### src/verilog/vb_bus_pkg.sv
// victim buffer port definitions
package vb_bus_pkg;

  // ============================================================
  // widths
  // ============================================================
  // line address, pa without the 6 offset bits
  localparam int line_addr_w    = 34;
  localparam int pa_w           = 40;
  // one beat is a quarter line
  localparam int beat_w         = 128;
  localparam int beats_per_line = 4;
  localparam int line_offset_w  = 6;
  // dc tag index, pa bits 13:6
  localparam int dc_idx_w       = 8;
  localparam int ld_id_w        = 3;
  localparam int bus_id_w       = 4;

  // ============================================================
  // vector types
  // ============================================================
  typedef logic [line_addr_w-1:0]              line_addr_t;
  typedef logic [pa_w-1:0]                     pa_t;
  typedef logic [beat_w-1:0]                   beat_t;
  typedef logic [$clog2(beats_per_line)-1:0]   beat_idx_t;
  typedef logic [ld_id_w-1:0]                  ld_id_t;
  typedef logic [bus_id_w-1:0]                 bus_id_t;
  typedef logic [dc_idx_w-1:0]                 dc_idx_t;

  // ============================================================
  // fixed bus codes
  // ============================================================
  // write-back id, also the reply id of a plain load
  localparam bus_id_t vb_bus_id = 4'b0100;

endpackage

### src/verilog/vb_ctrl_pkg.sv
// victim buffer control types
package vb_ctrl_pkg;

  import vb_bus_pkg::*;

  // ============================================================
  // entry state machine
  // ============================================================
  // fill states keep the beat number in bits 1:0
  typedef enum logic [3:0] {
    st_idle      = 4'b0000,
    st_bus_req   = 4'b0001,
    st_bus_wfc   = 4'b0010,
    st_alias_req = 4'b0011,
    st_alias_wfc = 4'b0100,
    st_data_0    = 4'b1000,
    st_data_1    = 4'b1001,
    st_data_2    = 4'b1010,
    st_data_3    = 4'b1011
  } vb_state_e;

  // ============================================================
  // request and fill bundles
  // ============================================================
  // attributes captured when the entry is created
  typedef struct packed {
    line_addr_t addr;
    logic       is_alias;
    logic       ld;
    logic       pf;
    ld_id_t     ld_id;
  } vb_req_t;

  // one fill beat, dirty only meaningful with beat 0
  typedef struct packed {
    logic       vld;
    logic       dirty;
    beat_t      data;
  } vb_fill_t;

endpackage

### src/verilog/lsu_vb_top.sv
// load/store unit victim buffer
module lsu_vb_top (
  input  logic                   vb_clk,
  input  logic                   cpurst_b,
  // replacement unit
  input  logic                   rdl_req,
  input  vb_ctrl_pkg::vb_req_t   rdl_req_info,
  input  vb_ctrl_pkg::vb_fill_t  rdl_fill,
  output logic                   rdl_grant,
  output logic                   ld_alias_hit,
  // cache clean unit
  input  logic                   icc_req,
  input  vb_bus_pkg::line_addr_t icc_addr,
  input  logic                   icc_fill_vld,
  input  vb_bus_pkg::beat_t      icc_data,
  output logic                   icc_grant,
  output logic                   icc_empty,
  // bus write-back
  output logic                   awvalid,
  output vb_bus_pkg::pa_t        awaddr,
  input  logic                   awready,
  output logic                   wvalid,
  output vb_bus_pkg::beat_t      wdata,
  output logic                   wlast,
  input  logic                   wready,
  // line-fill buffer
  input  logic                   lfb_arvalid,
  input  vb_bus_pkg::ld_id_t     lfb_arid,
  input  vb_bus_pkg::beat_idx_t  lfb_araddr_5_4,
  output logic                   lfb_arready,
  output logic                   lfb_rvalid,
  output vb_bus_pkg::beat_t      lfb_rdata,
  output logic                   lfb_rlast,
  output vb_bus_pkg::bus_id_t    lfb_rid,
  input  logic                   lfb_rready,
  output logic                   lfb_dirty,
  // biu and dc
  input  logic                   biu_no_op,
  input  vb_bus_pkg::pa_t        dc_pa,
  output logic                   dc_hit_idx,
  output logic                   dc_pop_en,
  output logic                   idle
);

  import vb_bus_pkg::*;
  import vb_ctrl_pkg::*;

  logic      req_vld;
  vb_req_t   req;
  vb_fill_t  fill;
  logic      wr_en;
  beat_idx_t wr_idx;
  beat_idx_t wb_idx;
  beat_idx_t alias_idx;

  // ============================================================
  // entry arbitration
  // ============================================================
  vb_req_arb u_req_arb (
    .rdl_req      (rdl_req),
    .rdl_req_info (rdl_req_info),
    .rdl_fill     (rdl_fill),
    .icc_req      (icc_req),
    .icc_addr     (icc_addr),
    .icc_fill_vld (icc_fill_vld),
    .icc_data     (icc_data),
    .entry_idle   (idle),
    .req_vld      (req_vld),
    .req          (req),
    .fill         (fill),
    .rdl_grant    (rdl_grant),
    .icc_grant    (icc_grant)
  );

  // ============================================================
  // control
  // ============================================================
  vb_entry_ctrl u_entry_ctrl (
    .vb_clk         (vb_clk),
    .cpurst_b       (cpurst_b),
    .req_vld        (req_vld),
    .req            (req),
    .fill           (fill),
    .awready        (awready),
    .wready         (wready),
    .lfb_arvalid    (lfb_arvalid),
    .lfb_arid       (lfb_arid),
    .lfb_araddr_5_4 (lfb_araddr_5_4),
    .lfb_rready     (lfb_rready),
    .biu_no_op      (biu_no_op),
    .dc_pa          (dc_pa),
    .wr_en          (wr_en),
    .wr_idx         (wr_idx),
    .wb_idx         (wb_idx),
    .alias_idx      (alias_idx),
    .entry_idle     (idle),
    .awvalid        (awvalid),
    .awaddr         (awaddr),
    .wvalid         (wvalid),
    .wlast          (wlast),
    .lfb_arready    (lfb_arready),
    .lfb_rvalid     (lfb_rvalid),
    .lfb_rlast      (lfb_rlast),
    .lfb_rid        (lfb_rid),
    .lfb_dirty      (lfb_dirty),
    .ld_alias_hit   (ld_alias_hit),
    .dc_hit_idx     (dc_hit_idx),
    .dc_pop_en      (dc_pop_en),
    .icc_empty      (icc_empty)
  );

  // ============================================================
  // line data
  // ============================================================
  // bus and lfb each get their own read port
  vb_line_store u_line_store (
    .vb_clk     (vb_clk),
    .wr_en      (wr_en),
    .wr_idx     (wr_idx),
    .wr_data    (fill.data),
    .wb_idx     (wb_idx),
    .alias_idx  (alias_idx),
    .wb_data    (wdata),
    .alias_data (lfb_rdata)
  );

endmodule

### src/verilog/vb_entry_ctrl.sv
// victim entry controller
module vb_entry_ctrl (
  input  logic                   vb_clk,
  input  logic                   cpurst_b,
  input  logic                   req_vld,
  input  vb_ctrl_pkg::vb_req_t   req,
  input  vb_ctrl_pkg::vb_fill_t  fill,
  input  logic                   awready,
  input  logic                   wready,
  input  logic                   lfb_arvalid,
  input  vb_bus_pkg::ld_id_t     lfb_arid,
  input  vb_bus_pkg::beat_idx_t  lfb_araddr_5_4,
  input  logic                   lfb_rready,
  input  logic                   biu_no_op,
  input  vb_bus_pkg::pa_t        dc_pa,
  output logic                   wr_en,
  output vb_bus_pkg::beat_idx_t  wr_idx,
  output vb_bus_pkg::beat_idx_t  wb_idx,
  output vb_bus_pkg::beat_idx_t  alias_idx,
  output logic                   entry_idle,
  output logic                   awvalid,
  output vb_bus_pkg::pa_t        awaddr,
  output logic                   wvalid,
  output logic                   wlast,
  output logic                   lfb_arready,
  output logic                   lfb_rvalid,
  output logic                   lfb_rlast,
  output vb_bus_pkg::bus_id_t    lfb_rid,
  output logic                   lfb_dirty,
  output logic                   ld_alias_hit,
  output logic                   dc_hit_idx,
  output logic                   dc_pop_en,
  output logic                   icc_empty
);

  import vb_bus_pkg::*;
  import vb_ctrl_pkg::*;

  vb_state_e state;
  vb_state_e state_nxt;
  vb_req_t   entry;
  logic      dirty;
  beat_idx_t beat_cnt;
  beat_idx_t alias_ptr;
  logic      cnt_last;
  logic      busy;
  logic      wb_beat_acc;
  logic      alias_beat_acc;

  // ============================================================
  // state machine
  // ============================================================
  always_ff @(posedge vb_clk or negedge cpurst_b) begin
    if (!cpurst_b) begin
      state <= st_idle;
    end else begin
      state <= state_nxt;
    end
  end

  always_comb begin
    state_nxt = state;
    case (state)
      st_idle:      if (req_vld) state_nxt = st_data_0;
      st_data_0:    if (fill.vld) state_nxt = st_data_1;
      st_data_1:    if (fill.vld) state_nxt = st_data_2;
      st_data_2:    if (fill.vld) state_nxt = st_data_3;
      // last beat picks the drain path
      st_data_3: begin
        if (fill.vld) state_nxt = entry.is_alias ? st_alias_req : st_bus_req;
      end
      st_bus_req:   if (awready) state_nxt = st_bus_wfc;
      st_bus_wfc:   if (wb_beat_acc && cnt_last) state_nxt = st_idle;
      st_alias_req: if (lfb_arready) state_nxt = st_alias_wfc;
      st_alias_wfc: if (alias_beat_acc && cnt_last) state_nxt = st_idle;
      default:      state_nxt = st_idle;
    endcase
  end

  assign entry_idle = (state == st_idle);
  assign busy       = ~entry_idle;

  // ============================================================
  // entry attributes
  // ============================================================
  // taken in the same cycle as the grant
  always_ff @(posedge vb_clk) begin
    if (req_vld && entry_idle) begin
      entry <= req;
    end
  end

  // dirty travels with beat 0
  always_ff @(posedge vb_clk) begin
    if (wr_en && (wr_idx == '0)) begin
      dirty <= fill.dirty;
    end
  end

  // line store write, beat number from the fill state
  assign wr_en  = state[3] & fill.vld;
  assign wr_idx = state[1:0];

  // ============================================================
  // beat counter and critical beat pointer
  // ============================================================
  assign wb_beat_acc    = (state == st_bus_wfc) & wready;
  assign alias_beat_acc = (state == st_alias_wfc) & lfb_rready;

  // counts accepted beats of either drain, wraps back to 0
  always_ff @(posedge vb_clk or negedge cpurst_b) begin
    if (!cpurst_b) begin
      beat_cnt <= '0;
    end else if (wb_beat_acc || alias_beat_acc) begin
      beat_cnt <= beat_cnt + 1'b1;
    end
  end

  assign cnt_last = (beat_cnt == beat_idx_t'(beats_per_line - 1));

  // lfb asks for its critical beat first
  always_ff @(posedge vb_clk or negedge cpurst_b) begin
    if (!cpurst_b) begin
      alias_ptr <= '0;
    end else if (lfb_arready) begin
      alias_ptr <= lfb_araddr_5_4;
    end else if (alias_beat_acc) begin
      alias_ptr <= alias_ptr + 1'b1;
    end
  end

  assign wb_idx    = beat_cnt;
  assign alias_idx = alias_ptr;

  // ============================================================
  // bus write-back
  // ============================================================
  assign awvalid = (state == st_bus_req);
  assign awaddr  = {entry.addr, {line_offset_w{1'b0}}};
  assign wvalid  = (state == st_bus_wfc);
  assign wlast   = cnt_last;

  // ============================================================
  // lfb alias drain
  // ============================================================
  // only the load that caused the alias may take the line
  assign lfb_arready  = (state == st_alias_req) & lfb_arvalid & (lfb_arid == entry.ld_id);
  assign lfb_rvalid   = (state == st_alias_wfc);
  assign lfb_rlast    = cnt_last;
  // plain loads reply on the shared id
  assign lfb_rid      = (entry.ld && !entry.pf) ? vb_bus_id : {1'b1, entry.ld_id};
  assign lfb_dirty    = dirty;
  assign ld_alias_hit = busy & entry.ld & entry.is_alias;

  // ============================================================
  // dc status
  // ============================================================
  assign dc_hit_idx = busy &
                      (dc_pa[dc_idx_w+line_offset_w-1:line_offset_w] ==
                       dc_idx_t'(entry.addr[dc_idx_w-1:0]));
  // final beat of whichever drain is running
  assign dc_pop_en  = (wb_beat_acc | alias_beat_acc) & cnt_last;
  assign icc_empty  = entry_idle & biu_no_op;

endmodule

### src/verilog/vb_line_store.sv
// victim line storage
module vb_line_store (
  input  logic                  vb_clk,
  input  logic                  wr_en,
  input  vb_bus_pkg::beat_idx_t wr_idx,
  input  vb_bus_pkg::beat_t     wr_data,
  input  vb_bus_pkg::beat_idx_t wb_idx,
  input  vb_bus_pkg::beat_idx_t alias_idx,
  output vb_bus_pkg::beat_t     wb_data,
  output vb_bus_pkg::beat_t     alias_data
);

  import vb_bus_pkg::*;

  // one line, four beats
  beat_t beats [beats_per_line];

  // ============================================================
  // write port
  // ============================================================
  // one beat per fill strobe
  always_ff @(posedge vb_clk) begin
    if (wr_en) begin
      beats[wr_idx] <= wr_data;
    end
  end

  // ============================================================
  // read ports
  // ============================================================
  // bus drain walks beats in order
  assign wb_data    = beats[wb_idx];

  // alias drain starts at the critical beat
  assign alias_data = beats[alias_idx];

endmodule

### src/verilog/vb_req_arb.sv
// rdl and icc request arbiter
module vb_req_arb (
  input  logic                   rdl_req,
  input  vb_ctrl_pkg::vb_req_t   rdl_req_info,
  input  vb_ctrl_pkg::vb_fill_t  rdl_fill,
  input  logic                   icc_req,
  input  vb_bus_pkg::line_addr_t icc_addr,
  input  logic                   icc_fill_vld,
  input  vb_bus_pkg::beat_t      icc_data,
  input  logic                   entry_idle,
  output logic                   req_vld,
  output vb_ctrl_pkg::vb_req_t   req,
  output vb_ctrl_pkg::vb_fill_t  fill,
  output logic                   rdl_grant,
  output logic                   icc_grant
);

  import vb_ctrl_pkg::*;

  // ============================================================
  // request select, rdl first
  // ============================================================
  assign req_vld = rdl_req | icc_req;

  // icc never aliases and is never a load
  assign req = rdl_req ? rdl_req_info :
               '{addr: icc_addr, is_alias: 1'b0, ld: 1'b0, pf: 1'b0, ld_id: '0};

  // ============================================================
  // fill beat select
  // ============================================================
  // chosen on its own strobe, not on the request winner
  // icc lines are always written back dirty
  assign fill = rdl_fill.vld ? rdl_fill :
                '{vld: icc_fill_vld, dirty: 1'b1, data: icc_data};

  // ============================================================
  // grants
  // ============================================================
  // grant in the cycle the request is seen while idle
  assign rdl_grant = entry_idle;
  // icc loses to any rdl request
  assign icc_grant = entry_idle & ~rdl_req;

endmodule
### config.mk
export PLATFORM = sky130hd
export DESIGN_NAME = lsu_vb_top
export DESIGN_NICKNAME = d
export VERILOG_FILES = /design/src/verilog/vb_bus_pkg.sv /design/src/verilog/vb_ctrl_pkg.sv /design/src/verilog/lsu_vb_top.sv /design/src/verilog/vb_entry_ctrl.sv /design/src/verilog/vb_line_store.sv /design/src/verilog/vb_req_arb.sv
export SDC_FILE = /design/constraint.sdc
export NUM_CORES = 1
export LEC_CHECK = 0
export CORE_AREA = 4 4 272 274
export CTS_CLUSTER_DIAMETER = 30
export DETAILED_ROUTE_END_ITERATION = 6
export DIE_AREA = 0 0 276 278
export DONT_BUFFER_PORTS = 1
export HOLD_SLACK_MARGIN = 0.03
export PLACE_DENSITY = 0.63
export SYNTH_ARGS = -nofsm -noshare
export SYNTH_HDL_FRONTEND = slang
export SYNTH_SLANG_ARGS = --single-unit
### constraint.sdc
create_clock -name vb_clk -period 10.09 [get_ports vb_clk]
set_input_delay 0.5045 -clock vb_clk [delete_from_list [all_inputs] [get_ports vb_clk]]
set_output_delay 0.5045 -clock vb_clk [all_outputs]
set_load 0.01 [all_outputs]
; Word-level counts from Yosys, hierarchy flattened
; Memory sizes are Yosys's and may differ from the RTL's.
; Cells that the tools add are included.
[totals]
register_bits = 49
latch_bits = 0
mem_bits_rw = 512
romBits = 0
in_bits = 387
output_inout_bits = 314
elab_cells = 76
mem_count = 1
[mem_list]
columns = name, words, width, read_ports, rd_ports_with_merged_regs, write_ports, line_no
row1 = u_line_store.beats, 4, 128, 2, 0, 1, vb_line_store.sv:16  ; beat_t beats [beats_per_line];
[op_classes]
n_addsub = 2
multipliers = 0
n_div = 0
magnitude_cmp = 0
eq_ne = 20
shifts = 0
n_mux = 18
bitwise_logic = 15
n_reduce_logical = 11
[ops]
columns = op, count
row1 = $mux 130, 1
row2 = $mux 4, 10
row3 = $mux 40, 1
row4 = $pmux 4 s9, 1
row5 = $eq 4x4->1 const B, 4
row6 = $ne 2x1->1 const B, 8
row7 = $and 1x1->1, 11
row8 = $reduce_and 9->1, 1
row9 = $eq 4x2->1 const B, 2
row10 = $eq 8x8->1, 1
row11 = $mux 2, 3
row12 = $logic_and 1x1->1, 5
row13 = $add 2x1->2 const B, 2
row14 = $eq 4x1->1 const B, 1
row15 = $eq 4x3->1 const B, 1
row16 = $logic_not 4->1, 1
row17 = $eq 3x3->1, 1
row18 = $eq 2x2->1 const B, 1
row19 = $logic_not 2->1, 1
row20 = $mux 1, 2
row21 = $ne 2x2->1 const B, 1
row22 = $not 1->1, 2
row23 = $or 1x1->1, 2
row24 = $reduce_bool 2->1, 1
row25 = 2 further kinds, 2

; Depth between registers and ports, before layout
[depth]
ltp_word = 5
depth_mapped = 6
depth_no_buf = 5

; Modules after synthesis
; A second synthesis with hierarchy kept.
[unflattened]
cells_unflattened = 1183
hier_area_um2 = 25927.4
[by_module_without_submodules]
columns = module, instances, cells_per_inst, area_each_um2, seq_area_each_um2
row1 = vb_line_store, 1, 828, 21543.2, 15374.7
row2 = vb_entry_ctrl, 1, 163, 2329.7, 1431.4
row3 = vb_req_arb, 1, 192, 2054.5, 0.0

; Least setup slack after synthesis
; Ideal clock, no wire load.
[synth_timing]
kind = input port to flip-flop
from = in rdl_fill[129] in the netlist's numbering
to = reg u_entry_ctrl.dirty, in the netlist u_entry_ctrl.lfb_dirty, enable pin
setup_time_ns = 0.776
arrival_ns = 9.799
t_required_ns = 9.314
slack_ns = -0.485
path_stages = 4
path_buffers = 2
cell_sequence = clkbuf_1 -> buf_2 -> o21ai_0 -> nor3_1
[synth_between]
elab_chain_len = 3
[synth_lines]
columns = item, line_no
row1 = start: declaration, lsu_vb_top.sv:8  ; input vb_ctrl_pkg::vb_fill_t rdl_fill,
row2 = $mux 130, vb_req_arb.sv:34  ; assign fill = rdl_fill.vld ? rdl_fill :
row3 = $and 1x1->1, vb_entry_ctrl.sv:101  ; assign wr_en = state[3] & fill.vld;
row4 = $logic_and 1x1->1, vb_entry_ctrl.sv:95  ; if (wr_en && (wr_idx == '0)) begin
row5 = end signal: assignment, vb_entry_ctrl.sv:96  ; dirty <= fill.dirty;
row6 = end: declaration, vb_entry_ctrl.sv:42  ; logic dirty;
; No other way between the ends.
; A chain may end at the register's enable or synchronous reset.

; Worst setup path in the final report
[layout_timing]
from = reg u_entry_ctrl.beat_cnt[0], in the netlist u_entry_ctrl.wb_idx[0]
to = out wdata[73]
[layout_between]
elab_chain_len = 1
[layout_lines]
columns = item, line_no
row1 = start: declaration, vb_entry_ctrl.sv:43  ; beat_idx_t beat_cnt;
row2 = start signal: assignment, vb_entry_ctrl.sv:115  ; beat_cnt <= beat_cnt + 1'b1;
row3 = $mem_v2 4x128, n/a
row4 = end: declaration, lsu_vb_top.sv:23  ; output vb_bus_pkg::beat_t wdata,
; No other way between the ends.

==> impl_metrics.json <==
{
  "status": "finished clean",
  "cts_buffers": 108,
  "r2r-start": "u_entry_ctrl.state[3]$_DFFE_PN0P_",
  "post_cts.repair.setup_buffers": 0,
  "die_y_um": 278,
  "synth_largest_area_cell": "edfxtp_1",
  "core-area_um2": 71400,
  "hold_violations": 0,
  "clockRootBuffer": "clkbuf_16",
  "pin_count": 701,
  "fin_cells": 2273,
  "final_cell_mix": "edfxtp_1 (553), mux4_2 (256), mux2_2 (164)",
  "antenna_left": 0,
  "whs_ps": 92.6,
  "critPathLaunchType": "register",
  "setup_viol": 0,
  "dpl.hpwl_um": 43000,
  "dr.pass1.iters": 4,
  "crit_type": "reg2out",
  "pwr_density_cell_nw_per_um2": 314,
  "grt_first_pass_wirelength_um": 95800,
  "crit_arrival_ps": 3770,
  "clock_skew_ps": 71.6,
  "path_clk_slew_ps": 50,
  "place_area_um2": 26400,
  "final_area_um2": 30500,
  "dieArea_um2": 76700,
  "ys.flop_type": "edfxtp_1",
  "clk_path_buf_depth": 3,
  "synth.distinct_cells": 43,
  "clock_sinks": 561,
  "worstMarginPinSlew_ps": 1090,
  "vias_per_cell": 5.52,
  "hold_end": "u_entry_ctrl.awaddr[12]$_DFFE_PP_",
  "track_usage_pct": 16.7,
  "grt_pass1_vias": 14112,
  "syn_area_per_cell_um2": 21.7,
  "ir_worst_vdd_uv": 191,
  "wl_per_cell_um": 29.2,
  "htree_levels": 3,
  "synth-edff-count": 553,
  "ys_seq_area_share_pct": 65.3,
  "period_minus_slack_ps": 4270,
  "dp_cells": 2040,
  "grt_max_degree": 132,
  "ys_ff_latch": 561,
  "drc": 0,
  "place_congestion": 0.793,
  "hold_start": "rdl_req_info[12]",
  "reg2regPathDepth": 4,
  "worstPathRequired_ps": 9590,
  "r2r_slack_ps": 7090,
  "cts_tree": "built",
  "rsz0062_at_grt": "false",
  "drv_cap": 0,
  "drive_above_1_share_pct": 48.2,
  "dieWidth_um": 276,
  "placementRows": 98,
  "fin_nets": 1623,
  "area_growth_pct": 18.5,
  "netlist_instances": 1186,
  "p_leak_nw": 9.56,
  "yosys_warnings": 0,
  "final-max-slew-violation-count": 0,
  "clock.fmax_mhz": 234,
  "insertion_delay_ps": 660,
  "reg2reg_to": "u_line_store.beats[0][42]$_DFFE_PP_",
  "drt_iter0_drc": 695,
  "vias": 12549,
  "yosysTopAreaCellShare_pct": 64.5,
  "utilization_pct": 42.7,
  "endpoint_kind": "primary output",
  "synth_area_leaders": "edfxtp_1 (65%), mux4_2 (22%), mux2_2 (7.2%)",
  "cp_max_fo": 47,
  "hold_class": "in2reg",
  "initial_core_util_pct": 36.1,
  "synth_area_um2": 25700,
  "final_common_cell": "edfxtp_1",
  "cts_resized": 0,
  "fin_crit_sh_pct": 42.3,
  "synthArstFlopShare_pct": 1.43,
  "antenna_found_initial": 6,
  "hold_depth": 1,
  "portBuffers": 0,
  "slew_headroom_pct": 27.3,
  "wl_um": 66300,
  "p_total_mw": 9.57,
  "grt_overflow": 0
}
==> registers in the layout, summed over array words and instances, names as in the netlist <==
signal and cells:
u_line_store.beats 512, u_entry_ctrl.state 4, u_entry_ctrl.awaddr 34, u_entry_ctrl.lfb_dirty 1
u_entry_ctrl.wb_idx 2, u_entry_ctrl.entry 6, u_entry_ctrl.alias_idx 2
==> worst max-delay path by stage <==
stage | from | to | slack [ps]
final | u_entry_ctrl.wb_idx[0]$_DFFE_PN0N_ | wdata[73] | 5820
after detailed placement | u_entry_ctrl.wb_idx[0]$_DFFE_PN0N_ | wdata[73] | 6320
after floorplan | rdl_fill[129] | u_line_store.beats[2][0]$_DFFE_PP_ | -440
after global routing | u_entry_ctrl.wb_idx[0]$_DFFE_PN0N_ | wdata[73] | 5370
after CTS | u_entry_ctrl.wb_idx[0]$_DFFE_PN0N_ | wdata[73] | 5550
after global placement | u_entry_ctrl.wb_idx[0]$_DFFE_PN0N_ | wdata[86] | 6310
==> cell families (layout without fill, tap and decap cells) <==
logic type	Yosys count	count (layout)	share of synthesized area, %
multiplexers	421	421	29.6
other	1	7	0.0146
buffers and inverters	127	258	2.92
flip-flops	561	561	65.3
adder cells (fa/ha/maj)	2	2	0.0875
XOR/XNOR	15	15	0.510
AND/OR/NAND/NOR	46	46	1.12
AO/OA/AOI/OAI	13	13	0.418
==> final cells by class <==
cell class	instances	area [µm²]
timing repair buffer	57	515
fill	6181	40900
inverter	4	15.0
multi-input combinational	503	8240
antenna	1	2.50
sequential	561	16800
clock inverter	77	950
tap	950	1190
clock buffer	120	2770
==> critical path: stages (launching register included) <==
cell and delay [ps]:
dfrtp_4 750, buf_4 890, buf_4 700, mux4_2 680
==> cells in the mapped netlist (all sizes together), types with 3 or more instances <==
cell type / number
edfxtp: 553
mux4: 256
mux2: 165
buf: 111
xnor2: 15
clkbuf: 12
and2: 9
dfrtp: 8
nor2: 8
nand2b: 5
nor3: 5
inv: 4
and3: 3
nand2: 3
nand3: 3
nand4: 3
or3b: 3
==> where the power goes <==
part | total [mW] | internal [mW] | switching [mW]
clock | 3.54 | 2.34 | 1.20
sequential | 3.38 | 3.09 | 0.285
combinational | 2.65 | 1.08 | 1.57
total | 9.57 | 6.52 | 3.05
==> stage by stage <==
stage	worst slack [ps]	TNS (ps)
final	5820	0
after global routing	5370	0
after CTS	5550	0
after detailed placement	6320	0
after global placement	6310	0
after floorplan	-444	-113530
==> per-layer routing <==
layer / global-route usage [%] / routed length [µm] / vias up
li1: - / - / 5182
met1: 18.6 / 23200 / 6667
met2: 30.6 / 36500 / 606
met3: 5.41 / 5120 / 92
met4: 5.11 / 1450 / 2
met5: 0 / 13 / -
==> timing repair <==
action,4_1_cts,5_1_grt
hold endpoints to repair,29,0
endpoints found under the setup margin,0,0
hold buffers,35,0
(Power assumes the default switching activity.)
